===== src/hdl/wb_pkg.sv =====
/*
 * Shared types and constants for the writeback stage.
 * Every stage module pulls these in by a wildcard import in its header.
 * Holds the unit positions, the micro-op union, the port structs
 * and the RISC-V trap cause codes.
 */
`default_nettype none

package wb_pkg;

    parameter int xlen = 32;                    // Data path width

    typedef logic [xlen-1:0] wb_word_t;

    // Functional unit positions --------------------
    parameter int fu_alu = 0;
    parameter int fu_mul = 1;
    parameter int fu_lsu = 2;
    parameter int fu_cfu = 3;
    parameter int fu_csr = 4;

    typedef logic [4:0] wb_fu_t;                // One-hot unit select

    // Micro-op views --------------------
    parameter logic [1:0] lsu_byte = 2'b01;     // Load/store width codes
    parameter logic [1:0] lsu_half = 2'b10;
    parameter logic [1:0] lsu_word = 2'b11;

    typedef struct packed {
        logic       load;
        logic       store;
        logic [1:0] width;                      // One of the lsu_* codes
        logic       sext;                       // Sign extend load data
    } wb_lsu_uop_t;

    typedef struct packed {
        logic pad;                              // Unused
        logic read;
        logic write;
        logic set;
        logic clear;
    } wb_csr_uop_t;

    // Same 5 bits, meaning depends on the unit field
    typedef union packed {
        wb_lsu_uop_t lsu;
        wb_csr_uop_t csr;
        logic [4:0]  op;                        // Control flow op code
    } wb_uop_u;

    parameter logic [4:0] cfu_taken  = 5'd1;    // Taken conditional branch
    parameter logic [4:0] cfu_jali   = 5'd2;
    parameter logic [4:0] cfu_jalr   = 5'd3;
    parameter logic [4:0] cfu_ecall  = 5'd4;
    parameter logic [4:0] cfu_ebreak = 5'd5;
    parameter logic [4:0] cfu_mret   = 5'd6;

    // Port structs --------------------
    typedef struct packed {
        logic [4:0] rd;                         // Trap cause if trap is set
        wb_word_t   opr_a;
        wb_word_t   opr_b;
        wb_uop_u    uop;
        wb_fu_t     fu;
        logic       trap;                       // Trap raised upstream
        logic [1:0] size;                       // In halfwords
        logic [31:0] instr;
    } wb_instr_t;

    typedef struct packed {
        logic     valid;
        logic     error;
        wb_word_t rdata;
    } wb_dmem_rsp_t;

    typedef struct packed {
        logic        en;
        logic        wr;
        logic        set;
        logic        clr;
        logic [11:0] addr;
        wb_word_t    wdata;
    } wb_csr_req_t;

    typedef struct packed {
        logic       en;
        logic [4:0] rd;
        wb_word_t   wdata;
    } wb_gpr_wr_t;

    typedef struct packed {
        logic       cpu;
        logic [5:0] cause;
        wb_word_t   mtval;
        wb_word_t   pc;
    } wb_trap_t;

    typedef struct packed {
        logic        valid;
        wb_word_t    pc;
        logic [31:0] instr;
    } wb_trace_t;

    // Trap causes, standard machine mode encodings
    parameter logic [5:0] trap_iopcode  = 6'd2;
    parameter logic [5:0] trap_breakpt  = 6'd3;
    parameter logic [5:0] trap_ldalign  = 6'd4;
    parameter logic [5:0] trap_ldaccess = 6'd5;
    parameter logic [5:0] trap_stalign  = 6'd6;
    parameter logic [5:0] trap_staccess = 6'd7;
    parameter logic [5:0] trap_ecallm   = 6'd11;

endpackage

`default_nettype wire

===== src/hdl/wb_stage_top.sv =====
/*
 * Writeback stage of the core.
 * Joins the load, CSR, control flow and register commit units.
 * pc_reset sets the program counter value after reset.
 */
`timescale 1ns/1ps
`default_nettype none

module wb_stage_top import wb_pkg::*; #(
    parameter wb_word_t pc_reset = 32'h8000_0000
) (
    input  logic         g_clk,
    input  logic         g_resetn,
    input  wb_instr_t    instr,         // From the previous stage
    input  logic         instr_valid,
    output logic         busy,
    input  wb_dmem_rsp_t dmem_rsp,
    output wb_csr_req_t  csr_req,       // CSR file port
    input  wb_word_t     csr_rdata,
    input  logic         csr_error,
    input  wb_word_t     csr_mepc,
    input  wb_word_t     csr_mtvec,
    output wb_gpr_wr_t   gpr_wr,        // Register file port
    output logic         cf_req,        // Fetch redirect
    output wb_word_t     cf_target,
    input  logic         cf_ack,
    output logic         exec_mret,
    output wb_trap_t     trap,
    output wb_trace_t    trace
);

    logic       progress;
    wb_word_t   link_pc;
    logic       link_wen;
    wb_word_t   lsu_rdata;
    logic       lsu_wen;
    logic       lsu_trap;
    logic [5:0] lsu_cause;
    logic       csr_wen;
    wb_word_t   csr_value;
    logic       csr_trap;

    // Units --------------------
    wb_load_unit u_load (
        .g_clk     (g_clk),
        .g_resetn  (g_resetn),
        .instr     (instr),
        .progress  (progress),
        .dmem_rsp  (dmem_rsp),
        .lsu_rdata (lsu_rdata),
        .lsu_wen   (lsu_wen),
        .lsu_trap  (lsu_trap),
        .lsu_cause (lsu_cause)
    );

    wb_csr_access u_csr (
        .g_clk     (g_clk),
        .g_resetn  (g_resetn),
        .instr     (instr),
        .progress  (progress),
        .csr_req   (csr_req),
        .csr_rdata (csr_rdata),
        .csr_error (csr_error),
        .csr_wen   (csr_wen),
        .csr_value (csr_value),
        .csr_trap  (csr_trap)
    );

    wb_flow_ctrl #(.pc_reset(pc_reset)) u_flow (
        .g_clk       (g_clk),
        .g_resetn    (g_resetn),
        .instr       (instr),
        .instr_valid (instr_valid),
        .busy        (busy),
        .progress    (progress),
        .link_pc     (link_pc),
        .link_wen    (link_wen),
        .lsu_trap    (lsu_trap),
        .lsu_cause   (lsu_cause),
        .csr_trap    (csr_trap),
        .csr_mepc    (csr_mepc),
        .csr_mtvec   (csr_mtvec),
        .cf_req      (cf_req),
        .cf_target   (cf_target),
        .cf_ack      (cf_ack),
        .exec_mret   (exec_mret),
        .trap        (trap),
        .trace       (trace)
    );

    // Drains all unit results into the register file
    wb_gpr_commit u_commit (
        .g_clk     (g_clk),
        .g_resetn  (g_resetn),
        .instr     (instr),
        .progress  (progress),
        .lsu_wen   (lsu_wen),
        .lsu_rdata (lsu_rdata),
        .csr_wen   (csr_wen),
        .csr_value (csr_value),
        .link_wen  (link_wen),
        .link_pc   (link_pc),
        .gpr_wr    (gpr_wr)
    );

endmodule

`default_nettype wire


===== src/hdl/wb_gpr_commit.sv =====
/*
 * Register file write port of the writeback stage.
 * Picks the result of the unit that owns the instruction and makes
 * at most one write per instruction, however long the stage stalls.
 */
`timescale 1ns/1ps
`default_nettype none

module wb_gpr_commit import wb_pkg::*; (
    input  logic       g_clk,
    input  logic       g_resetn,
    input  wb_instr_t  instr,
    input  logic       progress,
    input  logic       lsu_wen,      // Load result
    input  wb_word_t   lsu_rdata,
    input  logic       csr_wen,      // CSR read value
    input  wb_word_t   csr_value,
    input  logic       link_wen,     // Return address of a jump
    input  wb_word_t   link_pc,
    output wb_gpr_wr_t gpr_wr
);

    logic alu_wen;
    logic any_wen;
    logic written_q;                 // Write already made, still stalled

    // ALU and multiplier results arrive on operand a
    assign alu_wen = instr.fu[fu_alu] || instr.fu[fu_mul];
    assign any_wen = alu_wen || lsu_wen || csr_wen || link_wen;

    always_ff @(posedge g_clk) begin
        if (!g_resetn) begin
            written_q <= 1'b0;
        end else if (progress) begin
            written_q <= 1'b0;
        end else if (gpr_wr.en) begin
            written_q <= 1'b1;
        end
    end

    // Upstream trap means rd holds a cause, not a register
    assign gpr_wr.en = any_wen && !instr.trap && !written_q;
    assign gpr_wr.rd = instr.rd;

    // Unit enables are exclusive, so an and-or mux is enough
    assign gpr_wr.wdata = {xlen{alu_wen}}  & instr.opr_a |
                          {xlen{lsu_wen}}  & lsu_rdata   |
                          {xlen{csr_wen}}  & csr_value   |
                          {xlen{link_wen}} & link_pc;

endmodule

`default_nettype wire


===== src/hdl/wb_flow_ctrl.sv =====
/*
 * Program counter and control flow of the writeback stage.
 * Raises a level request to fetch for jumps, MRET and traps and stalls
 * the stage until it is acknowledged. Also reports traps and emits
 * one trace record per retired instruction.
 */
`timescale 1ns/1ps
`default_nettype none

module wb_flow_ctrl import wb_pkg::*; #(
    parameter wb_word_t pc_reset = 32'h8000_0000   // PC after reset
) (
    input  logic       g_clk,
    input  logic       g_resetn,
    input  wb_instr_t  instr,
    input  logic       instr_valid,
    output logic       busy,         // Back-pressure to previous stage
    output logic       progress,     // Instruction retires
    output wb_word_t   link_pc,      // Next sequential PC
    output logic       link_wen,     // JAL/JALR link write
    input  logic       lsu_trap,
    input  logic [5:0] lsu_cause,
    input  logic       csr_trap,
    input  wb_word_t   csr_mepc,
    input  wb_word_t   csr_mtvec,
    output logic       cf_req,       // Level request to fetch
    output wb_word_t   cf_target,
    input  logic       cf_ack,
    output logic       exec_mret,    // Pulse on MRET retirement
    output wb_trap_t   trap,
    output wb_trace_t  trace
);

    wb_word_t pc_q;
    logic     is_cfu;
    logic     is_taken;              // Branch or jump
    logic     is_ecall;
    logic     is_ebreak;
    logic     is_mret;
    logic     any_trap;
    logic     need_cf;               // Instruction needs a flow change
    logic     cf_fin;                // Request completes this cycle
    logic     addr_align;

    // Decode --------------------
    assign is_cfu    = instr.fu[fu_cfu];
    assign is_taken  = is_cfu && (instr.uop.op == cfu_taken ||
                                  instr.uop.op == cfu_jali  ||
                                  instr.uop.op == cfu_jalr);
    assign is_ecall  = is_cfu && instr.uop.op == cfu_ecall;
    assign is_ebreak = is_cfu && instr.uop.op == cfu_ebreak;
    assign is_mret   = is_cfu && instr.uop.op == cfu_mret;
    assign link_wen  = is_cfu && (instr.uop.op == cfu_jali ||
                                  instr.uop.op == cfu_jalr);

    // Every trap source lands on mtvec
    assign any_trap = is_ecall || is_ebreak || instr.trap || lsu_trap || csr_trap;

    // Handshakes --------------------
    assign need_cf  = instr_valid && (is_taken || is_mret || any_trap);
    assign cf_req   = need_cf;
    assign cf_fin   = cf_req && cf_ack;
    assign busy     = need_cf && !cf_fin;     // Stall until ack
    assign progress = instr_valid && !busy;

    assign cf_target = any_trap ? csr_mtvec :
                       is_mret  ? csr_mepc  :
                                  instr.opr_a;

    assign exec_mret = is_mret && progress;

    // Program counter --------------------
    assign link_pc = pc_q + {29'b0, instr.size, 1'b0};   // Size is in halfwords

    always_ff @(posedge g_clk) begin
        if (!g_resetn) begin
            pc_q <= pc_reset;
        end else if (cf_fin) begin
            pc_q <= cf_target;       // Redirect wins over the step
        end else if (progress) begin
            pc_q <= link_pc;
        end
    end

    // Trap report --------------------
    // Upstream alignment faults carry the address in operand b
    assign addr_align = instr.trap && ({1'b0, instr.rd} == trap_ldalign ||
                                       {1'b0, instr.rd} == trap_stalign);

    assign trap.cpu   = any_trap && cf_fin;      // Once, as the redirect lands
    assign trap.cause = lsu_trap  ? lsu_cause    :
                        is_ebreak ? trap_breakpt :
                        is_ecall  ? trap_ecallm  :
                        csr_trap  ? trap_iopcode :
                                    {1'b0, instr.rd};
    assign trap.mtval = is_ebreak               ? pc_q        :
                        (lsu_trap || addr_align) ? instr.opr_b :
                                                  '0;
    assign trap.pc    = pc_q;

    // Trace --------------------
    assign trace.valid = |instr.size && progress;
    assign trace.pc    = pc_q;
    assign trace.instr = instr.instr;

endmodule

`default_nettype wire


===== src/hdl/wb_csr_access.sv =====
/*
 * CSR access port of the writeback stage.
 * Makes one request per CSR instruction and hands back the read value.
 * An access the CSR file rejects turns into an illegal opcode trap.
 */
`timescale 1ns/1ps
`default_nettype none

module wb_csr_access import wb_pkg::*; (
    input  logic        g_clk,
    input  logic        g_resetn,
    input  wb_instr_t   instr,
    input  logic        progress,
    output wb_csr_req_t csr_req,      // To the CSR file
    input  wb_word_t    csr_rdata,    // Same cycle read data
    input  logic        csr_error,    // Same cycle access fault
    output logic        csr_wen,      // Read value goes to the GPR
    output wb_word_t    csr_value,
    output logic        csr_trap
);

    logic is_csr;
    logic done_q;                     // Access made, stage still stalled
    logic err_q;                      // Fault of that access

    assign is_csr = instr.fu[fu_csr];

    always_ff @(posedge g_clk) begin
        if (!g_resetn || progress) begin
            done_q <= 1'b0;
            err_q  <= 1'b0;
        end else if (csr_req.en) begin
            done_q <= 1'b1;
            err_q  <= csr_error;      // Kept while the trap is pending
        end
    end

    // Request --------------------
    assign csr_req.en    = is_csr && !done_q;   // First cycle only
    assign csr_req.wr    = is_csr && instr.uop.csr.write;
    assign csr_req.set   = is_csr && instr.uop.csr.set;
    assign csr_req.clr   = is_csr && instr.uop.csr.clear;
    assign csr_req.addr  = instr.opr_b[11:0];
    assign csr_req.wdata = instr.opr_a;

    // Result --------------------
    assign csr_wen   = is_csr && instr.uop.csr.read && !done_q && !csr_error;
    assign csr_value = csr_rdata;
    assign csr_trap  = is_csr && (done_q ? err_q : csr_error);

endmodule

`default_nettype wire


===== src/hdl/wb_load_unit.sv =====
/*
 * Load data path of the writeback stage.
 * Picks the addressed byte or half out of the read word and extends it,
 * and keeps a bus error visible until the instruction retires.
 */
`timescale 1ns/1ps
`default_nettype none

module wb_load_unit import wb_pkg::*; (
    input  logic         g_clk,
    input  logic         g_resetn,
    input  wb_instr_t    instr,        // Instruction in the stage
    input  logic         progress,     // Instruction retires this cycle
    input  wb_dmem_rsp_t dmem_rsp,     // Memory response
    output wb_word_t     lsu_rdata,    // Aligned, extended load data
    output logic         lsu_wen,      // Load result to be written
    output logic         lsu_trap,     // Bus error on this access
    output logic [5:0]   lsu_cause
);

    logic       is_lsu;
    logic       rsp_err;
    logic       err_q;                 // Error seen, waiting for retire
    logic [1:0] addr_lo;
    logic [7:0] byte_sel;
    logic [15:0] half_sel;

    assign is_lsu  = instr.fu[fu_lsu];
    assign addr_lo = instr.opr_b[1:0];  // Byte offset within the word
    assign rsp_err = dmem_rsp.valid && dmem_rsp.error;

    // Bus error hold --------------------
    always_ff @(posedge g_clk) begin
        if (!g_resetn) begin
            err_q <= 1'b0;
        end else if (progress) begin
            err_q <= 1'b0;             // Next instruction starts clean
        end else if (rsp_err) begin
            err_q <= 1'b1;
        end
    end

    assign lsu_trap  = is_lsu && (rsp_err || err_q);
    assign lsu_cause = instr.uop.lsu.store ? trap_staccess : trap_ldaccess;

    // No write if the access faulted
    assign lsu_wen = is_lsu && instr.uop.lsu.load && !lsu_trap;

    // Alignment --------------------
    always_comb begin
        case (addr_lo)
            2'b00:   byte_sel = dmem_rsp.rdata[7:0];
            2'b01:   byte_sel = dmem_rsp.rdata[15:8];
            2'b10:   byte_sel = dmem_rsp.rdata[23:16];
            default: byte_sel = dmem_rsp.rdata[31:24];
        endcase
        half_sel = addr_lo[1] ? dmem_rsp.rdata[31:16] : dmem_rsp.rdata[15:0];

        // Fill the top with the sign bit or zeros
        case (instr.uop.lsu.width)
            lsu_byte: lsu_rdata = {{24{instr.uop.lsu.sext & byte_sel[7]}}, byte_sel};
            lsu_half: lsu_rdata = {{16{instr.uop.lsu.sext & half_sel[15]}}, half_sel};
            lsu_word: lsu_rdata = dmem_rsp.rdata;
            default:  lsu_rdata = '0;  // Undefined width code
        endcase
    end

endmodule

`default_nettype wire


===== config.mk =====
export PLATFORM = sky130hd
export DESIGN_NAME = wb_stage_top
export DESIGN_NICKNAME = d
export VERILOG_FILES = /design/src/hdl/wb_pkg.sv /design/src/hdl/wb_stage_top.sv /design/src/hdl/wb_gpr_commit.sv /design/src/hdl/wb_flow_ctrl.sv /design/src/hdl/wb_csr_access.sv /design/src/hdl/wb_load_unit.sv
export SDC_FILE = /design/constraint.sdc
export NUM_CORES = 1
export LEC_CHECK = 0
export BUFFER_PORTS_ARGS = -buffer_cell sky130_fd_sc_hd__buf_4
export CAP_MARGIN = 10
export CELL_PAD_IN_SITES_DETAIL_PLACEMENT = 2
export CELL_PAD_IN_SITES_GLOBAL_PLACEMENT = 2
export CORE_AREA = 5 5 196 198
export CTS_CLUSTER_SIZE = 28
export DETAILED_ROUTE_END_ITERATION = 7
export DIE_AREA = 0 0 201 203
export PLACE_DENSITY = 0.78
export SKIP_LAST_GASP = 1
export SYNTH_ARGS = -nofsm -noshare
export SYNTH_HDL_FRONTEND = slang
export SYNTH_SLANG_ARGS = --single-unit

===== constraint.sdc =====
create_clock -name g_clk -period 4.55 [get_ports g_clk]
set_clock_uncertainty 0.05 [all_clocks]
set_input_delay 0.455 -clock g_clk [delete_from_list [all_inputs] [get_ports g_clk]]
set_output_delay 0.455 -clock g_clk [all_outputs]
set_load 0.02 [all_outputs]

=== After elaboration in Yosys (flattened, before gate mapping) ===
Index checks and enable logic that the tools add are counted.

* Memories kept: 0
* Memory bits (read-only): 0
* Register bits: 36
* Output and inout port bits: 257
* Input port bits: 249
* Memory bits (writable): 0
* Latch bits: 0

* $mul: 0
* $add $sub $neg: 1
* Div/mod/pow operators: 0
* Muxes and demuxes: 15
* Magnitude comparators: 0
* Eq/ne operators: 13
* Reduce and logical (&&, ||, !) cells: 56
* Bitwise gates (word level): 10
* Shift-type cells: 0

{| class="wikitable"
|+ Operator list
! kind !! count
|-
| 2-to-1 mux 32 bit || 6
|-
| bitwise AND 32 bit || 4
|-
| OR 32 bit || 3
|-
| one-hot mux 32 bit (3 select lines) || 1
|-
| adder 32 x 3 -> 32 bit || 1
|-
| logical AND 1 bit || 27
|-
| equality test 5 x 3 -> 1 bit (second input constant) || 5
|-
| one-hot mux 8 bit (3 select lines) || 1
|-
| 2-to-1 mux 6 bit || 3
|-
| logical OR 1 bit || 17
|-
| 2-to-1 mux 16 bit || 1
|-
| equality test 5 x 2 -> 1 bit (second input constant) || 2
|-
| logical NOT 1 bit || 8
|-
| equality test 2 bit (second input constant) || 3
|-
| equality test 5 x 1 -> 1 bit (second input constant) || 1
|-
| 2-to-1 mux 5 bit || 1
|-
| equality test 2 x 1 -> 1 bit (second input constant) || 2
|-
| OR reduction 2 bit || 2
|-
| bitwise AND 1 bit || 2
|-
| logical NOT 2 bit || 1
|-
| 2-to-1 mux 2 bit || 1
|-
| nonzero test 2 bit || 1
|-
| 2-to-1 mux 1 bit || 1
|-
| NOT 1 bit || 1
|}

=== Depth between registers and ports, before layout ===
* Word-level depth: 15
* Gate-level depth with buffers: 10
* Gate-level depth less buffers: 9

=== Cells and area by module ===
Synthesis repeated with hierarchy kept, for this count alone.

* Cells, all modules: 915
* Area total of the unflattened synthesis: 6506.2 µm²

{| class="wikitable"
|+ Modules (own cells, without submodules)
! module !! instances !! cells an instance !! area an instance (µm²)
|-
| wb_flow_ctrl || 1 || 584 || 4088.9
|-
| wb_load_unit || 1 || 114 || 873.3
|-
| wb_gpr_commit || 1 || 127 || 843.3
|-
| wb_csr_access || 1 || 90 || 700.7
|}

=== Worst setup path after synthesis ===
OpenSTA, ideal clock, no wires.

* Path kind: flip-flop to output port
* From: register u_flow.pc_q[1]
* To: output gpr_wr[25] in the netlist's numbering
* Stages on the path, launching flop included: 9
* Slack: 1.476 ns
* Data arrival time: 2.569 ns
* Required time: 4.045 ns
* Cells stage by stage: dfxtp_1 ha_1 inv_1 fa_1 nand3b_1 or4_4 xnor2_1 a222oi_1 o21ai_0

{| class="wikitable"
|+ RTL lines
! item !! RTL line !! text
|-
| start, declared || wb_flow_ctrl.sv:34 || <nowiki>wb_word_t pc_q;</nowiki>
|-
| start signal, assigned || wb_flow_ctrl.sv:77 || <nowiki>pc_q <= pc_reset;</nowiki>
|-
| start signal, assigned || wb_flow_ctrl.sv:79 || <nowiki>pc_q <= cf_target;</nowiki>
|-
| start signal, assigned || wb_flow_ctrl.sv:81 || <nowiki>pc_q <= link_pc;</nowiki>
|-
| end, declared || wb_stage_top.sv:23 || <nowiki>output wb_gpr_wr_t gpr_wr,</nowiki>
|}

==> results_dict.tcl <==
set metrics [dict create \
    fin_area_um2 9030 \
    ff_latch_area_um2 721 \
    synth_cell_types 58 \
    setup_slack_ns 0.585 \
    post_cts_resize_count 0 \
    place_congestion 0.853 \
    postRouteAntennaNets 0 \
    syn_area_um2 5990 \
    vias_per_cell 4.93 \
    grt_max_degree 56 \
    slew_violations 0 \
    drt_iter0_drc 513 \
    slew_headroom 0.367 \
    async_flop_share 0 \
    post-dp-hpwl_um 35300 \
    vias 7708 \
    worstMarginPinSlew_ns 0.950 \
    die_width_um 201 \
    final_core_util 0.249 \
    synth_edf_count 0 \
    final_cell_mix "buf_4 (457), mux2_2 (70), nand2_1 (66)" \
    leakage_nw 4.07 \
    grt-ovfl-total 0 \
    arrival_ns 3.46 \
    min_period_ns 3.97 \
    rsz0062_at_grt "no" \
    wl_met3_um 3260 \
    drc_errors 0 \
    cts.htree.levels 2 \
    synthFlopType "dfxtp_1" \
    holdWs_ns 0.387 \
    critPathLaunchType "flip-flop" \
    cts.sinks 36 \
    peakVddDrop_v 0.000102 \
    cts_tree "yes" \
    hold_viol 0 \
    status "finished, final reports clean" \
    cts_setup_buffers 0 \
    final_common_cell "buf_4" \
    grt_pass1_vias 8578 \
    crit_fanout 6 \
    finalPower_mw 1.66 \
    max_freq_mhz 252 \
    io_buffer_count 440 \
    dp_worst_setup_slack_ns 0.826 \
    placed_cells 1550 \
    stdcell_count 1562 \
    track_usage 0.197 \
    met2_length_um 20500 \
    cp-end-kind "output pin" \
    dr.max_layer_used "met5" \
    cts_buffers 5 \
    boundaryPins 506 \
    synthCells 809 \
    clockBufferDepth 2 \
    synth_seq_cells 36 \
    drtPass1Iterations 8 \
    syn2layout_area_growth_pct 50.8 \
    syn_nets 1061 \
    cap_violations 0 \
    drt_wl_total_um 42700 \
    grt_pass1_wl_um 60200 \
    core_um2 36300 \
    syn_area_per_cell_um2 7.40 \
    placed_cell_area_um2 8890 \
    die_area_um2 40800 \
    n_fill_cell 4366 \
    yosysSeqAreaShare 0.120 \
    drive_gt1_frac 0.510 \
    path_clk_slew_ns 0.06 \
    fin_crit_sh 0.872 \
    clkLatencyLatePin_ns 0.28 \
    multi_input_area_um2 4020 \
    die_h_um 203 \
    wl_per_cell_um 27.3 \
    ys_warn_count 0 \
    start_util 0.165 \
    final_nets 1341 \
    antenna_found_initial 9 \
    clock-root-buffer "clkbuf_16" \
    finalSetupViolCount 0 \
    path_class "flip-flop to output pin" \
    powerDensity_nw_per_um2 183 \
    met1_length_um 17600 \
    cts_hold_buf 0 \
    hold_class "primary input to flip-flop" \
    num_rows 70 \
    worst_ep_required_time_ns 4.05 \
    setup_tns_ns 0 \
]
-- routing by layer --
layer | global-route usage | up-vias
li1 | - | 3407
met5 | 0 | -
met1 | 0.238 | 3881
met2 | 0.331 | 346
met4 | 0.0656 | 10
met3 | 0.0634 | 64
-- flip-flops by register name, summed over array words and instances (netlist names) --
name and count:
u_commit.written_q 1, u_csr.done_q 1, u_flow.pc_q 32, u_load.err_q 1, u_csr.err_q 1
-- logic make-up after synthesis --
group	after synthesis	synth area share
adder cells (fa/ha/maj)	3	0.00752
XOR/XNOR	29	0.0424
other	1	0.000626
buffers and inverters	218	0.213
flip-flops	36	0.120
AND/OR/NAND/NOR	195	0.168
multiplexers	91	0.183
AO/OA/AOI/OAI	236	0.264
-- synth_stat cells (16+ instances only) --
cell | number | share of area
a21oi_1 | 64 | 0.053
dfxtp_1 | 36 | 0.12
buf_4 | 115 | 0.14
inv_1 | 34 | 0.021
nor3_1 | 21 | 0.018
a22o_1 | 32 | 0.047
a222oi_1 | 23 | 0.038
o21ai_0 | 59 | 0.049
buf_2 | 16 | 0.013
mux2_2 | 70 | 0.13
nor2_1 | 25 | 0.016
nand2_1 | 67 | 0.042
clkbuf_1 | 49 | 0.031
-- worst max-delay path, cell delays in order (launching register included) --
cell,delay [ns]
dfxtp_1,0.41
ha_1,0.21
inv_1,0.06
fa_1,0.48
nand3b_1,0.36
or4_4,0.54
xnor2_1,0.15
a222oi_1,0.54
o21ai_0,0.21
buf_4,0.21
-- layout make-up --
type,instances,area share
Antenna cell,5,0.00138
Sequential cell,36,0.0798
Tap cell,468,0.0648
Multi-Input combinational cell,555,0.445
Clock buffer,6,0.0143
Clock inverter,1,0.000554
Timing Repair Buffer,457,0.380
Inverter,34,0.0141
-- report_power, final --
part	internal (mW)	switching [mW]	total, mW
Combinational	0.416	0.527	0.944
Clock	0.200	0.147	0.347
Sequential	0.329	0.0371	0.366
-- path summary, 6_finish.rpt --
kind / start / end / slack, ns / cells after the start
worst max register to register: u_csr.done_q / u_flow.pc_q[3] / 1.59 / 6
worst max-delay path: u_flow.pc_q[1] / gpr_wr[25] / 0.58 / 9
worst min-delay path: csr_error / u_csr.err_q / 0.39 / 3
worst min register to register: u_commit.written_q / u_commit.written_q / 0.44 / 2
Power figures use the tool's default switching activity.
